<file path="src/design/battle_text_pkg.sv">
package battle_text_pkg;

   // pixel coordinate and character types
   typedef logic [9:0] coord_t;
   typedef logic [7:0] char_t;

   // 8x16 character cell
   localparam int cell_w = 8;
   localparam int cell_h = 16;
   typedef logic [2:0] glyph_col_t;
   typedef logic [3:0] glyph_row_t;

   // field numbering, 0 has the highest priority
   localparam int field_count = 6;
   typedef logic [2:0] field_id_t;
   localparam field_id_t fld_name     = 3'd0;
   localparam field_id_t fld_move     = 3'd1;
   localparam field_id_t fld_enemy    = 3'd2;
   localparam field_id_t fld_used     = 3'd3;
   localparam field_id_t fld_hp_label = 3'd4;
   localparam field_id_t fld_hp_value = 3'd5;

   // longest field is the move name
   localparam int max_chars = 12;
   typedef logic [3:0] char_index_t;

   // field lengths in characters
   localparam int name_len     = 9;
   localparam int move_len     = 12;
   localparam int enemy_len    = 6;
   localparam int used_len     = 5;
   localparam int hp_label_len = 2;
   localparam int hp_value_len = 7;

   // top left corner of each field
   localparam coord_t enemy_x    = 10'd32;
   localparam coord_t enemy_y    = 10'd16;
   localparam coord_t name_x     = 10'd80;
   localparam coord_t name_y     = 10'd16;
   localparam coord_t hp_label_x = 10'd32;
   localparam coord_t hp_label_y = 10'd48;
   localparam coord_t hp_value_x = 10'd56;
   localparam coord_t hp_value_y = 10'd48;
   localparam coord_t used_x     = 10'd32;
   localparam coord_t used_y     = 10'd400;
   localparam coord_t move_x     = 10'd72;
   localparam coord_t move_y     = 10'd400;

   // frame attributes
   typedef logic [2:0] poke_id_t;
   typedef logic [4:0] move_id_t;
   // hit points stay below 200
   typedef logic [7:0] hp_t;

   // ascii codes used by the formatting
   localparam char_t char_space = 8'h20;
   localparam char_t char_zero  = 8'h30;
   localparam char_t char_one   = 8'h31;
   localparam char_t char_slash = 8'h2F;

   // table sizes
   localparam int name_count = 8;
   localparam int move_count = 26;

   // creature names, space padded, character 0 leftmost
   localparam logic [0:name_len-1][7:0] name_table [name_count] = '{
      "BLASTOISE", "CHARIZARD", "DRAGONITE", "GENGAR   ",
      "MEW      ", "PIKACHU  ", "VENUSAUR ", "WEEZING  "
   };

   // move names, space padded
   localparam logic [0:move_len-1][7:0] move_table [move_count] = '{
      "HYDRO PUMP  ", "ICE BEAM    ", "CRUNCH      ", "AURA SPHERE ",
      "FLAMETHROWER", "THUNDERPUNCH", "AIR SLASH   ", "DRAGON CLAW ",
      "ENERGY BALL ", "SLUDGE BOMB ", "EARTHQUAKE  ", "PETAL DANCE ",
      "THUNDERBOLT ", "SLAM        ", "SURF        ", "THUNDER     ",
      "DARK PULSE  ", "SHADOW BALL ", "PSYCHIC     ", "PLAY ROUGH  ",
      "FLASH CANNON", "BUG BUZZ    ", "FIRE BLAST  ", "ROCK SLIDE  ",
      "DRAGON PULSE", "BLIZZARD    "
   };

   // fixed labels
   localparam logic [0:enemy_len-1][7:0]    enemy_text    = "ENEMY ";
   localparam logic [0:used_len-1][7:0]     used_text     = "USED ";
   localparam logic [0:hp_label_len-1][7:0] hp_label_text = "HP";

endpackage

</file>
<file path="src/design/text_field_locator.sv">
module text_field_locator #(
   parameter battle_text_pkg::coord_t origin_x  = '0,
   parameter battle_text_pkg::coord_t origin_y  = '0,
   parameter int                      num_chars = 1
) (
   input  battle_text_pkg::coord_t      draw_x,
   input  battle_text_pkg::coord_t      draw_y,
   output logic                         hit,
   output battle_text_pkg::char_index_t char_index,
   output battle_text_pkg::glyph_col_t  glyph_col,
   output battle_text_pkg::glyph_row_t  glyph_row
);
   import battle_text_pkg::*;

   // exclusive right and bottom edges
   localparam coord_t x_end = coord_t'(origin_x + cell_w * num_chars);
   localparam coord_t y_end = coord_t'(origin_y + cell_h);

   // pixel offset from the field corner
   coord_t rel_x;
   coord_t rel_y;
   logic   in_x;
   logic   in_y;

   assign rel_x = draw_x - origin_x;
   assign rel_y = draw_y - origin_y;

   // one text row, num_chars cells wide
   assign in_x = (draw_x >= origin_x) && (draw_x < x_end);
   assign in_y = (draw_y >= origin_y) && (draw_y < y_end);

   always_comb begin
      if (in_x && in_y) begin
         hit        = 1'b1;
         // cell number, then position inside the cell
         char_index = char_index_t'(rel_x / cell_w);
         glyph_col  = glyph_col_t'(rel_x % cell_w);
         glyph_row  = glyph_row_t'(rel_y % cell_h);
      end else begin
         // outside the field everything is zero
         hit        = 1'b0;
         char_index = '0;
         glyph_col  = '0;
         glyph_row  = '0;
      end
   end

endmodule

</file>
<file path="src/design/field_arbiter.sv">
module field_arbiter (
   input  logic                                clk,
   input  logic                                arst_n,
   input  logic                                pix_valid,
   output logic                                pix_ready,
   input  logic [battle_text_pkg::field_count-1:0] hit,
   input  battle_text_pkg::char_index_t        char_index [battle_text_pkg::field_count],
   input  battle_text_pkg::glyph_col_t         glyph_col  [battle_text_pkg::field_count],
   input  battle_text_pkg::glyph_row_t         glyph_row  [battle_text_pkg::field_count],
   output logic                                s1_valid,
   input  logic                                s1_ready,
   output logic                                s1_hit,
   output battle_text_pkg::field_id_t          s1_field,
   output battle_text_pkg::char_index_t        s1_index,
   output battle_text_pkg::glyph_col_t         s1_col,
   output battle_text_pkg::glyph_row_t         s1_row
);
   import battle_text_pkg::*;

   // winner of this pixel
   logic        sel_hit;
   field_id_t   sel_field;
   char_index_t sel_index;
   glyph_col_t  sel_col;
   glyph_row_t  sel_row;
   logic        load;

   // fixed priority, lowest field number wins
   always_comb begin
      sel_hit   = 1'b0;
      sel_field = '0;
      sel_index = '0;
      sel_col   = '0;
      sel_row   = '0;
      // walk down so the last match is the lowest number
      for (int i = field_count - 1; i >= 0; i--) begin
         if (hit[i]) begin
            sel_hit   = 1'b1;
            sel_field = field_id_t'(i);
            sel_index = char_index[i];
            sel_col   = glyph_col[i];
            sel_row   = glyph_row[i];
         end
      end
   end

   // stage 1 takes a pixel when empty or draining
   assign pix_ready = !s1_valid || s1_ready;
   assign load      = pix_valid && pix_ready;

   always_ff @(posedge clk or negedge arst_n) begin
      if (!arst_n) begin
         s1_valid <= 1'b0;
      end else if (pix_ready) begin
         s1_valid <= pix_valid;
      end
   end

   // grant and cell position
   always_ff @(posedge clk) begin
      if (load) begin
         s1_hit   <= sel_hit;
         s1_field <= sel_field;
         s1_index <= sel_index;
         s1_col   <= sel_col;
         s1_row   <= sel_row;
      end
   end

endmodule

</file>
<file path="src/design/hp_digits.sv">
module hp_digits (
   input  battle_text_pkg::hp_t   cur_hp,
   input  battle_text_pkg::hp_t   max_hp,
   output battle_text_pkg::char_t hp_chars [battle_text_pkg::hp_value_len]
);
   import battle_text_pkg::*;

   // hundreds flags, values stay below 200
   logic cur_hund;
   logic max_hund;
   // remainder below 100
   hp_t  cur_low;
   hp_t  max_low;
   // tens digit as a number
   hp_t  cur_tens;
   hp_t  max_tens;

   assign cur_hund = cur_hp >= 8'd100;
   assign max_hund = max_hp >= 8'd100;
   assign cur_low  = cur_hund ? cur_hp - 8'd100 : cur_hp;
   assign max_low  = max_hund ? max_hp - 8'd100 : max_hp;
   assign cur_tens = hp_t'(cur_low / 10);
   assign max_tens = hp_t'(max_low / 10);

   // current value, leading zero tens blanked
   assign hp_chars[0] = cur_hund ? char_one : char_space;
   assign hp_chars[1] = (!cur_hund && cur_tens == 8'd0) ? char_space
                                                          : char_t'(char_zero + cur_tens);
   assign hp_chars[2] = char_t'(char_zero + hp_t'(cur_low % 10));

   // separator
   assign hp_chars[3] = char_slash;

   // maximum value, tens always shown
   assign hp_chars[4] = max_hund ? char_one : char_space;
   assign hp_chars[5] = char_t'(char_zero + max_tens);
   assign hp_chars[6] = char_t'(char_zero + hp_t'(max_low % 10));

endmodule

</file>
<file path="src/design/char_fetch.sv">
module char_fetch (
   input  logic                         clk,
   input  logic                         arst_n,
   input  logic                         s1_valid,
   output logic                         s1_ready,
   input  logic                         s1_hit,
   input  battle_text_pkg::field_id_t   s1_field,
   input  battle_text_pkg::char_index_t s1_index,
   input  battle_text_pkg::glyph_col_t  s1_col,
   input  battle_text_pkg::glyph_row_t  s1_row,
   input  battle_text_pkg::poke_id_t    poke_id,
   input  battle_text_pkg::move_id_t    move_id,
   input  battle_text_pkg::char_t       hp_chars [battle_text_pkg::hp_value_len],
   input  logic                         out_ready,
   output logic                         out_valid,
   output logic                         text_hit,
   output battle_text_pkg::field_id_t   field_id,
   output battle_text_pkg::char_t       char_code,
   output battle_text_pkg::glyph_col_t  glyph_col,
   output battle_text_pkg::glyph_row_t  glyph_row
);
   import battle_text_pkg::*;

   char_t char_sel;
   logic  load;

   // character lookup for the granted field
   always_comb begin
      char_sel = char_space;
      if (s1_hit) begin
         case (s1_field)
            fld_name: begin
               char_sel = name_table[poke_id][s1_index];
            end
            fld_move: begin
               // unknown move shows blanks
               if (int'(move_id) < move_count) begin
                  char_sel = move_table[move_id][s1_index];
               end
            end
            // short fields only need the low index bits
            fld_enemy: begin
               char_sel = enemy_text[s1_index[2:0]];
            end
            fld_used: begin
               char_sel = used_text[s1_index[2:0]];
            end
            fld_hp_label: begin
               char_sel = hp_label_text[s1_index[0]];
            end
            fld_hp_value: begin
               char_sel = hp_chars[s1_index[2:0]];
            end
            default: begin
               char_sel = char_space;
            end
         endcase
      end
   end

   // output stage frees up when empty or consumed
   assign s1_ready = !out_valid || out_ready;
   assign load     = s1_valid && s1_ready;

   always_ff @(posedge clk or negedge arst_n) begin
      if (!arst_n) begin
         out_valid <= 1'b0;
      end else if (s1_ready) begin
         out_valid <= s1_valid;
      end
   end

   // output word, held while out_ready is low
   always_ff @(posedge clk) begin
      if (load) begin
         text_hit  <= s1_hit;
         field_id  <= s1_field;
         char_code <= char_sel;
         glyph_col <= s1_col;
         glyph_row <= s1_row;
      end
   end

endmodule

</file>
<file path="src/design/battle_text_overlay.sv">
module battle_text_overlay (
   input  logic                        clk,
   input  logic                        arst_n,
   input  logic                        pix_valid,
   output logic                        pix_ready,
   input  battle_text_pkg::coord_t     draw_x,
   input  battle_text_pkg::coord_t     draw_y,
   input  battle_text_pkg::poke_id_t   poke_id,
   input  battle_text_pkg::move_id_t   move_id,
   input  battle_text_pkg::hp_t        cur_hp,
   input  battle_text_pkg::hp_t        max_hp,
   output logic                        out_valid,
   input  logic                        out_ready,
   output logic                        text_hit,
   output battle_text_pkg::field_id_t  field_id,
   output battle_text_pkg::char_t      char_code,
   output battle_text_pkg::glyph_col_t glyph_col,
   output battle_text_pkg::glyph_row_t glyph_row
);
   import battle_text_pkg::*;

   // per field locator results
   logic [field_count-1:0] hit;
   char_index_t            loc_index [field_count];
   glyph_col_t             loc_col   [field_count];
   glyph_row_t             loc_row   [field_count];

   // stage 1 to stage 2
   logic                   s1_valid;
   logic                   s1_ready;
   logic                   s1_hit;
   field_id_t              s1_field;
   char_index_t            s1_index;
   glyph_col_t             s1_col;
   glyph_row_t             s1_row;

   // formatted hit points
   char_t                  hp_chars [hp_value_len];

   // creature name
   text_field_locator #(.origin_x(name_x), .origin_y(name_y), .num_chars(name_len)) u_loc_name (
      .draw_x, .draw_y, .hit(hit[fld_name]), .char_index(loc_index[fld_name]),
      .glyph_col(loc_col[fld_name]), .glyph_row(loc_row[fld_name])
   );

   // move name
   text_field_locator #(.origin_x(move_x), .origin_y(move_y), .num_chars(move_len)) u_loc_move (
      .draw_x, .draw_y, .hit(hit[fld_move]), .char_index(loc_index[fld_move]),
      .glyph_col(loc_col[fld_move]), .glyph_row(loc_row[fld_move])
   );

   // label ENEMY
   text_field_locator #(.origin_x(enemy_x), .origin_y(enemy_y), .num_chars(enemy_len))
   u_loc_enemy (
      .draw_x, .draw_y, .hit(hit[fld_enemy]), .char_index(loc_index[fld_enemy]),
      .glyph_col(loc_col[fld_enemy]), .glyph_row(loc_row[fld_enemy])
   );

   // label USED
   text_field_locator #(.origin_x(used_x), .origin_y(used_y), .num_chars(used_len)) u_loc_used (
      .draw_x, .draw_y, .hit(hit[fld_used]), .char_index(loc_index[fld_used]),
      .glyph_col(loc_col[fld_used]), .glyph_row(loc_row[fld_used])
   );

   // label HP
   text_field_locator #(.origin_x(hp_label_x), .origin_y(hp_label_y), .num_chars(hp_label_len))
   u_loc_hp_label (
      .draw_x, .draw_y, .hit(hit[fld_hp_label]), .char_index(loc_index[fld_hp_label]),
      .glyph_col(loc_col[fld_hp_label]), .glyph_row(loc_row[fld_hp_label])
   );

   // readout cur/max
   text_field_locator #(.origin_x(hp_value_x), .origin_y(hp_value_y), .num_chars(hp_value_len))
   u_loc_hp_value (
      .draw_x, .draw_y, .hit(hit[fld_hp_value]), .char_index(loc_index[fld_hp_value]),
      .glyph_col(loc_col[fld_hp_value]), .glyph_row(loc_row[fld_hp_value])
   );

   // stage 1, grant and register
   field_arbiter u_arbiter (
      .clk, .arst_n, .pix_valid, .pix_ready, .hit,
      .char_index(loc_index), .glyph_col(loc_col), .glyph_row(loc_row),
      .s1_valid, .s1_ready, .s1_hit, .s1_field, .s1_index, .s1_col, .s1_row
   );

   hp_digits u_hp_digits (
      .cur_hp, .max_hp, .hp_chars
   );

   // stage 2, character lookup and output register
   char_fetch u_fetch (
      .clk, .arst_n, .s1_valid, .s1_ready, .s1_hit, .s1_field, .s1_index, .s1_col, .s1_row,
      .poke_id, .move_id, .hp_chars, .out_ready, .out_valid,
      .text_hit, .field_id, .char_code, .glyph_col, .glyph_row
   );

endmodule

</file>
<file path="config.mk">
export PLATFORM = sky130hd
export DESIGN_NAME = battle_text_overlay
export DESIGN_NICKNAME = d
export VERILOG_FILES = /design/src/design/battle_text_pkg.sv /design/src/design/text_field_locator.sv /design/src/design/field_arbiter.sv /design/src/design/hp_digits.sv /design/src/design/char_fetch.sv /design/src/design/battle_text_overlay.sv
export SDC_FILE = /design/constraint.sdc
export NUM_CORES = 1
export LEC_CHECK = 0
export ABC_AREA = 1
export BUFFER_PORTS_ARGS = -buffer_cell sky130_fd_sc_hd__buf_2
export CELL_PAD_IN_SITES_DETAIL_PLACEMENT = 0
export CELL_PAD_IN_SITES_GLOBAL_PLACEMENT = 1
export CORE_ASPECT_RATIO = 1.75
export CORE_UTILIZATION = 43
export CTS_BUF_LIST = sky130_fd_sc_hd__clkbuf_8 sky130_fd_sc_hd__clkbuf_16
export CTS_CLUSTER_SIZE = 14
export DETAILED_ROUTE_END_ITERATION = 10
export PLACE_DENSITY = 0.87
export SYNTH_ARGS = -nofsm -noshare
export SYNTH_HDL_FRONTEND = slang
export SYNTH_SLANG_ARGS = --single-unit
</file>
<file path="constraint.sdc">
create_clock -name clk -period 2.31 [get_ports clk]
set_input_delay 0.1155 -clock clk [delete_from_list [all_inputs] [get_ports clk]]
set_output_delay 0.1155 -clock clk [all_outputs]
set_load 0.1 [all_outputs]
</file>
# Word-level counts from Yosys, hierarchy flattened
# Memory sizes are Yosys's and may differ from the RTL's.
# Index checks and enable logic that the tools add are counted.
# word_totals
inputBits,48
n_memories,4
latchBits,0
ff_bits,36
romBits,3776
out_inout_bits,21
ram_bits,0
word_cells,172
# mem_list
name,depth,width,read_ports,rd_ports_with_merged_regs,write_ports,line,source
(no name shown),32,96,1,0,0,char_fetch.sv:38,char_sel = move_table[move_id][s1_index];
(no name shown),8,72,1,0,0,char_fetch.sv:33,char_sel = name_table[poke_id][s1_index];
(no name shown),8,8,1,0,0,char_fetch.sv:43,char_sel = enemy_text[s1_index[2:0]];
(no name shown),8,8,1,0,0,char_fetch.sv:46,char_sel = used_text[s1_index[2:0]];
# classes
reduce_logical,28
bitwise,5
n_eq_ne,5
mux,75
add_sub_neg,13
n_div,4
n_mul,0
order_cmp,24
shifts,0
# op_table
operator,count
96-bit two-way mux,2
72-bit two-way mux,2
8-bit two-way mux,16
4-bit two-way mux,24
8-bit binary-select mux with 4-bit select,2
8-bit by 4-bit divider with 32-bit output (second input constant),2
8-bit by 4-bit modulo with 32-bit output (second input constant),2
8-bit case mux with 6 select lines,1
3-bit two-way mux,14
10-bit by 7-bit less-than comparator with 1-bit output (second input constant),4
6-bit by 8-bit adder with 8-bit output (first input constant),4
10-bit by 6-bit greater-or-equal comparator with 1-bit output (second input constant),3
8-bit binary-select mux with 3-bit select,1
10-bit by 7-bit greater-or-equal comparator with 1-bit output (second input constant),2
10-bit by 6-bit less-than comparator with 1-bit output (second input constant),2
10-bit by 8-bit less-than comparator with 1-bit output (second input constant),2
1-bit logical AND,18
8-bit by 7-bit greater-or-equal comparator with 1-bit output (second input constant),2
8-bit by 7-bit subtractor with 8-bit output (second input constant),2
5-bit two-way mux,3
7-bit by 6-bit subtractor with 7-bit output (second input constant),2
7-bit subtractor (second input constant),2
4-bit by 1-bit subtractor with 4-bit output (second input constant),3
10-bit by 5-bit greater-or-equal comparator with 1-bit output (second input constant),1
other kinds (23),38

# Logic depth before layout (Yosys ltp)
# Gate-level depths: netlist (run 1).
# logic_depth
word_depth,10
ltp_mapped,45
depth_no_buf,45

# Cells and area by module
# Synthesis (run 1) repeated with hierarchy kept, for this count alone.
# unflattened
hier_cells,1668
hier_area_um2,9280.2
# by_module_without_submodules
mod,area_each_um2,instances,cells_each
char_fetch,4648.2,1,856
hp_digits,2299.7,1,407
field_arbiter,1126.1,1,151
text_field_locator at u_loc_name,276.5,1,56
text_field_locator at u_loc_hp_value,209.0,1,38
text_field_locator at u_loc_move,203.9,1,46
text_field_locator at u_loc_hp_label,182.7,1,40
text_field_locator at u_loc_used,180.2,1,36
text_field_locator at u_loc_enemy,153.9,1,38

# Least setup slack after synthesis (run 1)
# No wires, ideal clock.
# synth_path
path_kind,input to register
start,input port cur_hp[2]
end,"register u_fetch.char_code[5], data pin"
arrival_time_ns,4.226
path_buffers,0
slack_ns,-2.054
cell_stages,39
setup_ns,0.138
cell_sequence,inv_1 -> ha_1 -> nand2_2 -> inv_2 -> nand2_1 -> nand2_1 -> nand2_4 -> nand2_2 -> nand2_2 -> inv_1 -> ha_1 -> nor2_1 -> inv_1 -> ha_1 -> inv_1 -> a21oi_2 -> nor2_2 -> nand2_2 -> [3 not listed] -> nand2_2 -> nand3_1 -> nand3_2 -> nor2_4 -> nand3_4 -> nand3_1 -> nand2_1 -> nor2_2 -> nand3_4 -> nand2_1 -> nand2_1 -> nand2_1 -> inv_1 -> ha_1 -> nand2_1 -> o21ai_0 -> a211o_1 -> nand4_1
# synth_between
elab_chain_cells,10
elab_cells_between_ends,15
# synth_lines
element,line,source
from (decl),battle_text_overlay.sv:10,"input battle_text_pkg::hp_t cur_hp,"
branches (longest 6 deep; another with 8-bit by 4-bit divider with 32-bit output),-,
8-bit binary-select mux with 3-bit select *,char_fetch.sv:52,char_sel = hp_chars[s1_index[2:0]];
8-bit two-way mux (not written as such) * (2 in a row),char_fetch.sv:52,
8-bit case mux with 6 select lines *,char_fetch.sv:31,case (s1_field)
to (signal assigned),char_fetch.sv:78,char_code <= char_sel;
to (decl),char_fetch.sv:18,"output battle_text_pkg::char_t char_code,"
# Every way passes the cells marked *. The select of a mux whose other input is x is not followed.
# A chain may end at the register's enable or synchronous reset.

# Final worst setup path (run 1)
# layout_path
start,input port cur_hp[0]
end,"register u_fetch.char_code[5], data pin"
# Same word-level chain as after synthesis.

==> flow_metrics.py, run 1 <==
metrics = {
    "status": {
        "outcome": "finished with violations",
        "violations": "negative setup slack",
    },
    "setup_path": {
        "crit_required_ps": 2320,
        "critical_path_buf_inv_count": 6,
        "slowest_stage": "ha_2",
        "crit_path_end_kind": "flop",
        "critPathMaxFanout": 5,
        "worst_setup_path_start_kind": "primary input",
        "cp_top_family": "simple AND/OR/NAND/NOR gates",
        "cp.arrival_ps": 4090,
        "path_class": "in2reg",
        "slowest_delay_ps": 290,
        "cp_common_cell": "nand2_2",
    },
    "synth": {
        "yosys_most_used_dff": "edfxtp_1",
        "synth_async_sr_flop_share_pct": 5.56,
        "synth-edff-count": 34,
        "netlist_area_sq_um": 7550,
        "synthesis.nets": 1368,
        "synth.top_cell.area_share_pct": 14.1,
        "syn_area_per_cell_sq_um": 5.92,
        "ys_ff_latch": 36,
        "ys_seq_area_share_pct": 14.2,
        "ys_top_cells_by_area": "nand2_1 14%, edfxtp_1 14%, inv_1 9.4%, ha_1 7.6%, nand3_1 7.6%",
        "yosysWarnings": 0,
        "synthCells": 1274,
        "yosys.cell_types.count": 61,
        "netlist.top_cell.by_area": "nand2_1",
    },
    "cts": {
        "root_buffer": "clkbuf_16",
        "max-clock-path-buffers": 2,
        "cts_tree": "yes",
        "cts-buffers-inserted": 5,
        "cts_max_level": 2,
        "clock_latency_ps": 280,
        "path_clk_slew_ps": 50,
        "clkSinkCount": 36,
    },
    "pwr": {
        "power_density_nw_per_um2": 645,
        "fin_total_pwr_mw": 7.31,
        "netSwitchingFraction_pct": 49.7,
        "p_int_mw": 3.67,
        "clkPwrFrac_pct": 9.3,
        "seq_power_share_pct": 11.2,
        "power.leakage_nw": 5.74,
        "combPwrFrac_pct": 79.5,
        "vdd_drop_max_v": 0.000418,
        "power_switching_mw": 3.63,
    },
    "sta": {
        "clock-skew-final_ps": 3.89,
        "setup_violations": 8,
        "tightest_slew_ps": 607,
        "slew_headroom_pct": 59.1,
        "finalMaxSlewViolations": 0,
        "hold_ws_ps": 86.9,
        "final-hold-violation-count": 0,
        "fmax_ghz": 0.245,
        "fin_setup_tns_ps": -12900,
        "fin_crit_ps": 4080,
        "setup_slack_ps": -1770,
        "rsz0062_at_grt": "yes",
        "fin_crit_sh_pct": 177,
    },
    "detailed_routing": {
        "num_vias": 10800,
        "ant_nets": 0,
        "drtIter0Drc": 783,
        "wirelength_microns": 34400,
        "drc": 0,
        "via_per_inst": 5.76,
        "wl_per_cell_microns": 18.4,
        "drtPass1Iterations": 8,
    },
    "place": {
        "dp_cells": 1840,
        "io_buffers": 68,
        "place_hpwl_microns": 26300,
        "place.gp.congestion": 1.20,
    },
    "die": {
        "ios": 69,
        "die_w_microns": 102,
        "row_count": 63,
        "initial_core_util_pct": 44.3,
        "coreArea_sq_um": 17000,
        "dieArea_sq_um": 18100,
        "fp.dieH_microns": 177,
    },
    "global_route": {
        "antenna_found_initial": 2,
        "grt_overflow": 0,
        "grt_pass1_wl_microns": 54000,
        "grt_usage_pct": 39.2,
        "grt_pass1_vias": 10600,
        "grt_max_degree": 28,
    },
    "final_layout": {
        "nNetsFinal": 1731,
        "final_cells": 1866,
        "mostFrequentLayoutCell": "buf_4",
        "area_delta_synth_final_pct": 50.1,
        "final_cell_mix": "318 x buf_4, 256 x nand2_1, 175 x inv_1",
        "drive_gt1_share_pct": 35.8,
        "final_util_pct": 66.5,
    },
    "hold_path": {
        "hp-class": "in2reg",
    },
    "flow_run": {
        "cap_violations": 0,
    },
}
==> flip-flops by register name (all words and copies together), names as in the netlist <==
| signal | count |
|---|---|
| u_arbiter.s1_col | 3 |
| u_arbiter.s1_field | 3 |
| u_arbiter.s1_hit | 1 |
| u_arbiter.s1_index | 4 |
| u_arbiter.s1_row | 4 |
| u_arbiter.s1_valid | 1 |
| u_fetch.char_code | 8 |
| u_fetch.field_id | 3 |
| u_fetch.glyph_col | 3 |
| u_fetch.glyph_row | 4 |
| u_fetch.out_valid | 1 |
| u_fetch.text_hit | 1 |
==> worst paths after layout <==
kind / start / endpoint / slack, ps / cells past startpoint
worst max-delay path: cur_hp[0] / u_fetch.char_code[5] / -1770 / 38
worst min-delay path: pix_valid / u_arbiter.s1_valid / 90 / 3
worst max register to register: u_arbiter.s1_index[0] / u_fetch.char_code[1] / -220 / 8
worst min register to register: u_arbiter.s1_col[0] / u_fetch.glyph_col[0] / 420 / 0
max in group asynchronous: arst_n / u_fetch.out_valid / 2050 / 2
min in group asynchronous: arst_n / u_arbiter.s1_valid / 160 / 2
==> kinds of logic (layout without fill, tap and decap cells) <==
logic type               count (synthesis)  after routing  synth area share [%]
adder cells (fa/ha/maj)                 46             46                  7.63
AND/OR/NAND/NOR                        638            639                  40.4
buffers and inverters                  253            616                  12.6
AO/OA/AOI/OAI                          287            287                  23.6
other                                    0              1                     0
flip-flops                              36             36                  14.2
XOR/XNOR                                14             14                  1.62
==> what timing repair did <==
| action | 4_1_cts | 5_1_grt |
|---|---|---|
| hold buffers | 1 | 0 |
| cloned | 0 | 1 |
| setup buffers | 10 | 7 |
| pin swaps | 31 | 59 |
| gates resized for setup | 27 | 69 |
| endpoints found under the setup margin | 8 | 16 |
| hold endpoints to repair | 2 | 0 |
==> cell type report <==
class	instances	area, sq um
diodes	1	2.50
clock buffers	6	139
clock inverters	2	13.8
fillers	1557	5700
inverters	211	823
multi-input cells	986	6070
flip-flops and latches	36	1070
well taps	227	284
repair buffers	397	2920
==> stage by stage <==
step	cell area (sq um)	worst slack (ps)
3_5_place_dp	10600	-2090
4_1_cts	11000	-1720
6_report	11300	-1770
5_1_grt	11300	-2070
3_3_place_gp	10600	-1930
2_1_floorplan	7750	-1830
==> tightest hold or removal path: stages <==
cell	delay, ps
buf_2	80
nand2_1	60
nand2_1	80
==> power groups by stage <==
stage / Combinational (mW) / Clock (mW) / Sequential (mW)
3_5_place_dp: 4.77 / 0 / 0.826
5_1_grt: 6.29 / 0.717 / 0.819
6_report: 5.81 / 0.681 / 0.816
4_1_cts: 5.06 / 0.683 / 0.813
3_3_place_gp: 4.68 / 0 / 0.824
2_1_floorplan: 2.60 / 0 / 1.09
==> layer usage <==
layer / global-route usage (%) / vias up / share of wire, %
met3: 12.6 / 273 / 7.8
met1: 36.0 / 4844 / 32
li1: - / 5048 / -
met4: 36.0 / 2 / 11
met5: 1.78 / - / 0.032
met2: 66.9 / 590 / 49
==> cell usage after synthesis, types with 9 or more instances <==
| cell type | number |
|---|---|
| a21oi_1 | 70 |
| a31oi_1 | 19 |
| clkbuf_1 | 36 |
| edfxtp_1 | 34 |
| ha_1 | 46 |
| inv_1 | 188 |
| inv_2 | 21 |
| nand2_1 | 283 |
| nand2_2 | 23 |
| nand2_4 | 10 |
| nand3_1 | 115 |
| nand3_2 | 17 |
| nand4_1 | 25 |
| nor2_1 | 117 |
| nor3_1 | 20 |
| o211ai_1 | 29 |
| o21ai_0 | 90 |
| o21ai_1 | 9 |
| xor2_1 | 11 |
Note: power is estimated with default switching activity, not from simulation.
==> run 2, diff against run 1 <==
--- a/config.mk
+++ b/config.mk
@@ -5,16 +5,15 @@
 export SDC_FILE = /design/constraint.sdc
 export NUM_CORES = 1
 export LEC_CHECK = 0
-export ABC_AREA = 1
 export BUFFER_PORTS_ARGS = -buffer_cell sky130_fd_sc_hd__buf_2
 export CELL_PAD_IN_SITES_DETAIL_PLACEMENT = 0
 export CELL_PAD_IN_SITES_GLOBAL_PLACEMENT = 1
 export CORE_ASPECT_RATIO = 1.75
-export CORE_UTILIZATION = 43
+export CORE_UTILIZATION = 46
 export CTS_BUF_LIST = sky130_fd_sc_hd__clkbuf_8 sky130_fd_sc_hd__clkbuf_16
 export CTS_CLUSTER_SIZE = 14
 export DETAILED_ROUTE_END_ITERATION = 10
-export PLACE_DENSITY = 0.87
+export PLACE_DENSITY = 0.88
 export SYNTH_ARGS = -nofsm -noshare
 export SYNTH_HDL_FRONTEND = slang
 export SYNTH_SLANG_ARGS = --single-unit
==> flow_metrics.py, run 2 <==
metrics = {
    "status": {
        "outcome": "finished with violations",
        "violations": "negative setup slack",
    },
    "pwr": {
        "power_density_nw_per_um2": 425,
        "fin_total_pwr_mw": 5.37,
        "power.leakage_nw": 5.44,
        "vdd_drop_max_v": 0.000338,
    },
    "hold_path": {
        "whs_path_depth": 2,
        "hold_start": "pix_valid",
        "holdPathEnd": "u_arbiter.s1_valid",
        "hp-class": "in2reg",
    },
    "global_route": {
        "grt_max_degree": 40,
        "grt_overflow": 0,
        "grt_pass1_wl_microns": 60600,
        "grt_pass1_vias": 12000,
        "grt_usage_pct": 40.6,
        "antenna_found_initial": 1,
    },
    "sta": {
        "setup_violations": 8,
        "fmax_ghz": 0.221,
        "finalMaxSlewViolations": 0,
        "fin_crit_sh_pct": 196,
        "hold_ws_ps": 42.5,
        "rsz0062_at_grt": "yes",
        "clock-skew-final_ps": 8.08,
        "slew_headroom_pct": 37.6,
        "tightest_slew_ps": 926,
        "final-hold-violation-count": 0,
        "fin_crit_ps": 4520,
        "fin_setup_tns_ps": -16430,
        "setup_slack_ps": -2210,
    },
    "final_layout": {
        "final_cell_mix": "410 x buf_4, 132 x nand2_1, 116 x nor2_1",
        "largest_register": "u_fetch.char_code",
        "drive_gt1_share_pct": 40.2,
        "nNetsFinal": 1709,
        "area_delta_synth_final_pct": 50.0,
        "final_area_sq_um": 12600,
        "largest_register_ffs": 8,
        "mostFrequentLayoutCell": "buf_4",
        "diodes": 0,
    },
    "cts": {
        "clock_latency_ps": 290,
        "cts-buffers-inserted": 5,
        "clkSinkCount": 36,
        "path_clk_slew_ps": 60,
        "cts_max_level": 2,
        "cts_tree": "yes",
        "max-clock-path-buffers": 2,
        "root_buffer": "clkbuf_16",
    },
    "place": {
        "placed_area_sq_um": 12000,
        "place.gp.congestion": 1.10,
        "io_buffers": 68,
        "pre_cts_ws_ps": -2650,
        "place_hpwl_microns": 29700,
    },
    "setup_path": {
        "worst_setup_path_start_kind": "primary input",
        "slowest_delay_ps": 390,
        "crit_required_ps": 2330,
        "cp_top_family": "compound AO/OA/AOI/OAI gates",
        "crit_path_end_kind": "flop",
        "reg2reg_depth": 11,
        "r2r-end": "u_fetch.char_code[1]",
        "cp.arrival_ps": 4540,
        "slowest_stage": "or3_4",
        "critPathMaxFanout": 5,
        "cp_common_cell": "nand3_1",
        "critical_path_buf_inv_count": 5,
        "path_class": "in2reg",
        "r2r-start": "u_arbiter.s1_index[0]",
        "rrSetupSlack_ps": -650,
    },
    "detailed_routing": {
        "via_per_inst": 6.46,
        "drtIter0Drc": 1252,
        "drc": 0,
        "wirelength_microns": 39100,
        "wl_per_cell_microns": 21.1,
        "num_vias": 12000,
        "drtPass1Iterations": 6,
        "ant_nets": 0,
    },
    "synth": {
        "yosys.cell_types.count": 118,
        "yosysMostFrequentCell": "nand2_1",
        "ys_seq_area_share_pct": 12.7,
        "yosysWarnings": 0,
        "synth.top_cell.area_share_pct": 12.1,
        "yosys_most_used_dff": "edfxtp_1",
        "ys_ff_latch": 36,
        "synth-edff-count": 34,
        "netlist_area_sq_um": 8420,
        "netlist_top_cells_count": "136 x nand2_1, 124 x nor2_1, 114 x o21ai_0",
        "ys_top_cells_by_area": "edfxtp_1 12%, ha_1 6.8%, o21ai_0 6.8%, a21oi_1 6.4%, nand2_1 6.1%",
        "syn_area_per_cell_sq_um": 6.99,
        "synthesis.nets": 1298,
        "synth_async_sr_flop_share_pct": 5.56,
        "synthCells": 1204,
        "netlist.top_cell.by_area": "edfxtp_1",
    },
    "flow_run": {
        "cap_violations": 0,
    },
    "die": {
        "coreArea_sq_um": 18000,
        "row_count": 65,
        "initial_core_util_pct": 46.8,
        "die_w_microns": 104,
        "fp.dieH_microns": 181,
        "ios": 69,
        "dieArea_sq_um": 18900,
    },
}
-- run 2: changes by cell type in the layout (fill, tap and decap cells not counted), moves of 26 or more --
cell and delta:
nand3_1 -56, inv_1 -142, nand2_1 -124, a21oi_1 +39, nand2_2 -36, a211oi_1 +26, buf_4 +92
-- run 2: power by group --
group	internal (mW)	leakage, nW	switching [mW]
registers	0.765	0.359	0.0236
logic	1.70	5.00	2.11
clock network	0.506	0.0798	0.267
-- run 2: per-layer routing --
metal	global-route usage (%)	wire [microns]	vias to the layer above
met5	0	8	-
met4	38.3	4030	2
met3	8.30	3010	309
met2	72.8	19700	764
met1	37.6	12400	5476
li1	-	-	5406
-- run 2: kinds of logic after synthesis --
family | count (synthesis) | synth area share [%]
AOI/OAI and AO/OA | 499 | 41.3
xor gates and xnor gates | 22 | 2.38
adders and majority gates | 47 | 6.97
buffers and inverters | 130 | 7.24
DFF | 36 | 12.7
muxes | 16 | 2.13
and+or+nand+nor | 454 | 27.3
-- run 2: worst max-delay path by stage --
stage / startpoint / to / slack (ps) / cells after the start
floorplan: max_hp[3] / u_fetch.char_code[5] / -2330 / 30
global route: max_hp[2] / u_fetch.char_code[5] / -2460 / 29
global placement: max_hp[3] / u_fetch.char_code[5] / -2480 / 31
finish: max_hp[2] / u_fetch.char_code[5] / -2210 / 29
CTS: max_hp[3] / u_fetch.char_code[5] / -2110 / 29
detailed placement: max_hp[3] / u_fetch.char_code[5] / -2650 / 30
-- run 2: what timing repair did --
item | 4_1_cts | 5_1_grt
setup buffers | 14 | 4
endpoints found under the hold margin | 2 | 0
hold buffers | 1 | 0
gates resized for setup | 43 | 30
pin swaps | 37 | 16
endpoints found under the setup margin | 8 | 11
-- run 2: cell type report --
type                            instances  area, sq um
Clock buffer                            5          125
Clock inverter                          3         42.5
Fill cell                            1458         5350
Inverter                               40          185
Multi-Input combinational cell       1038         7190
Sequential cell                        36         1070
Tap cell                              234          293
Timing Repair Buffer                  494         3710
-- run 2: metrics by stage --
stage               util, %  instances
global placement       66.6       1823
finish                 70.2       1850
global route           70.2       1850
CTS                    69.3       1846
detailed placement     66.6       1823
floorplan                 -       1204
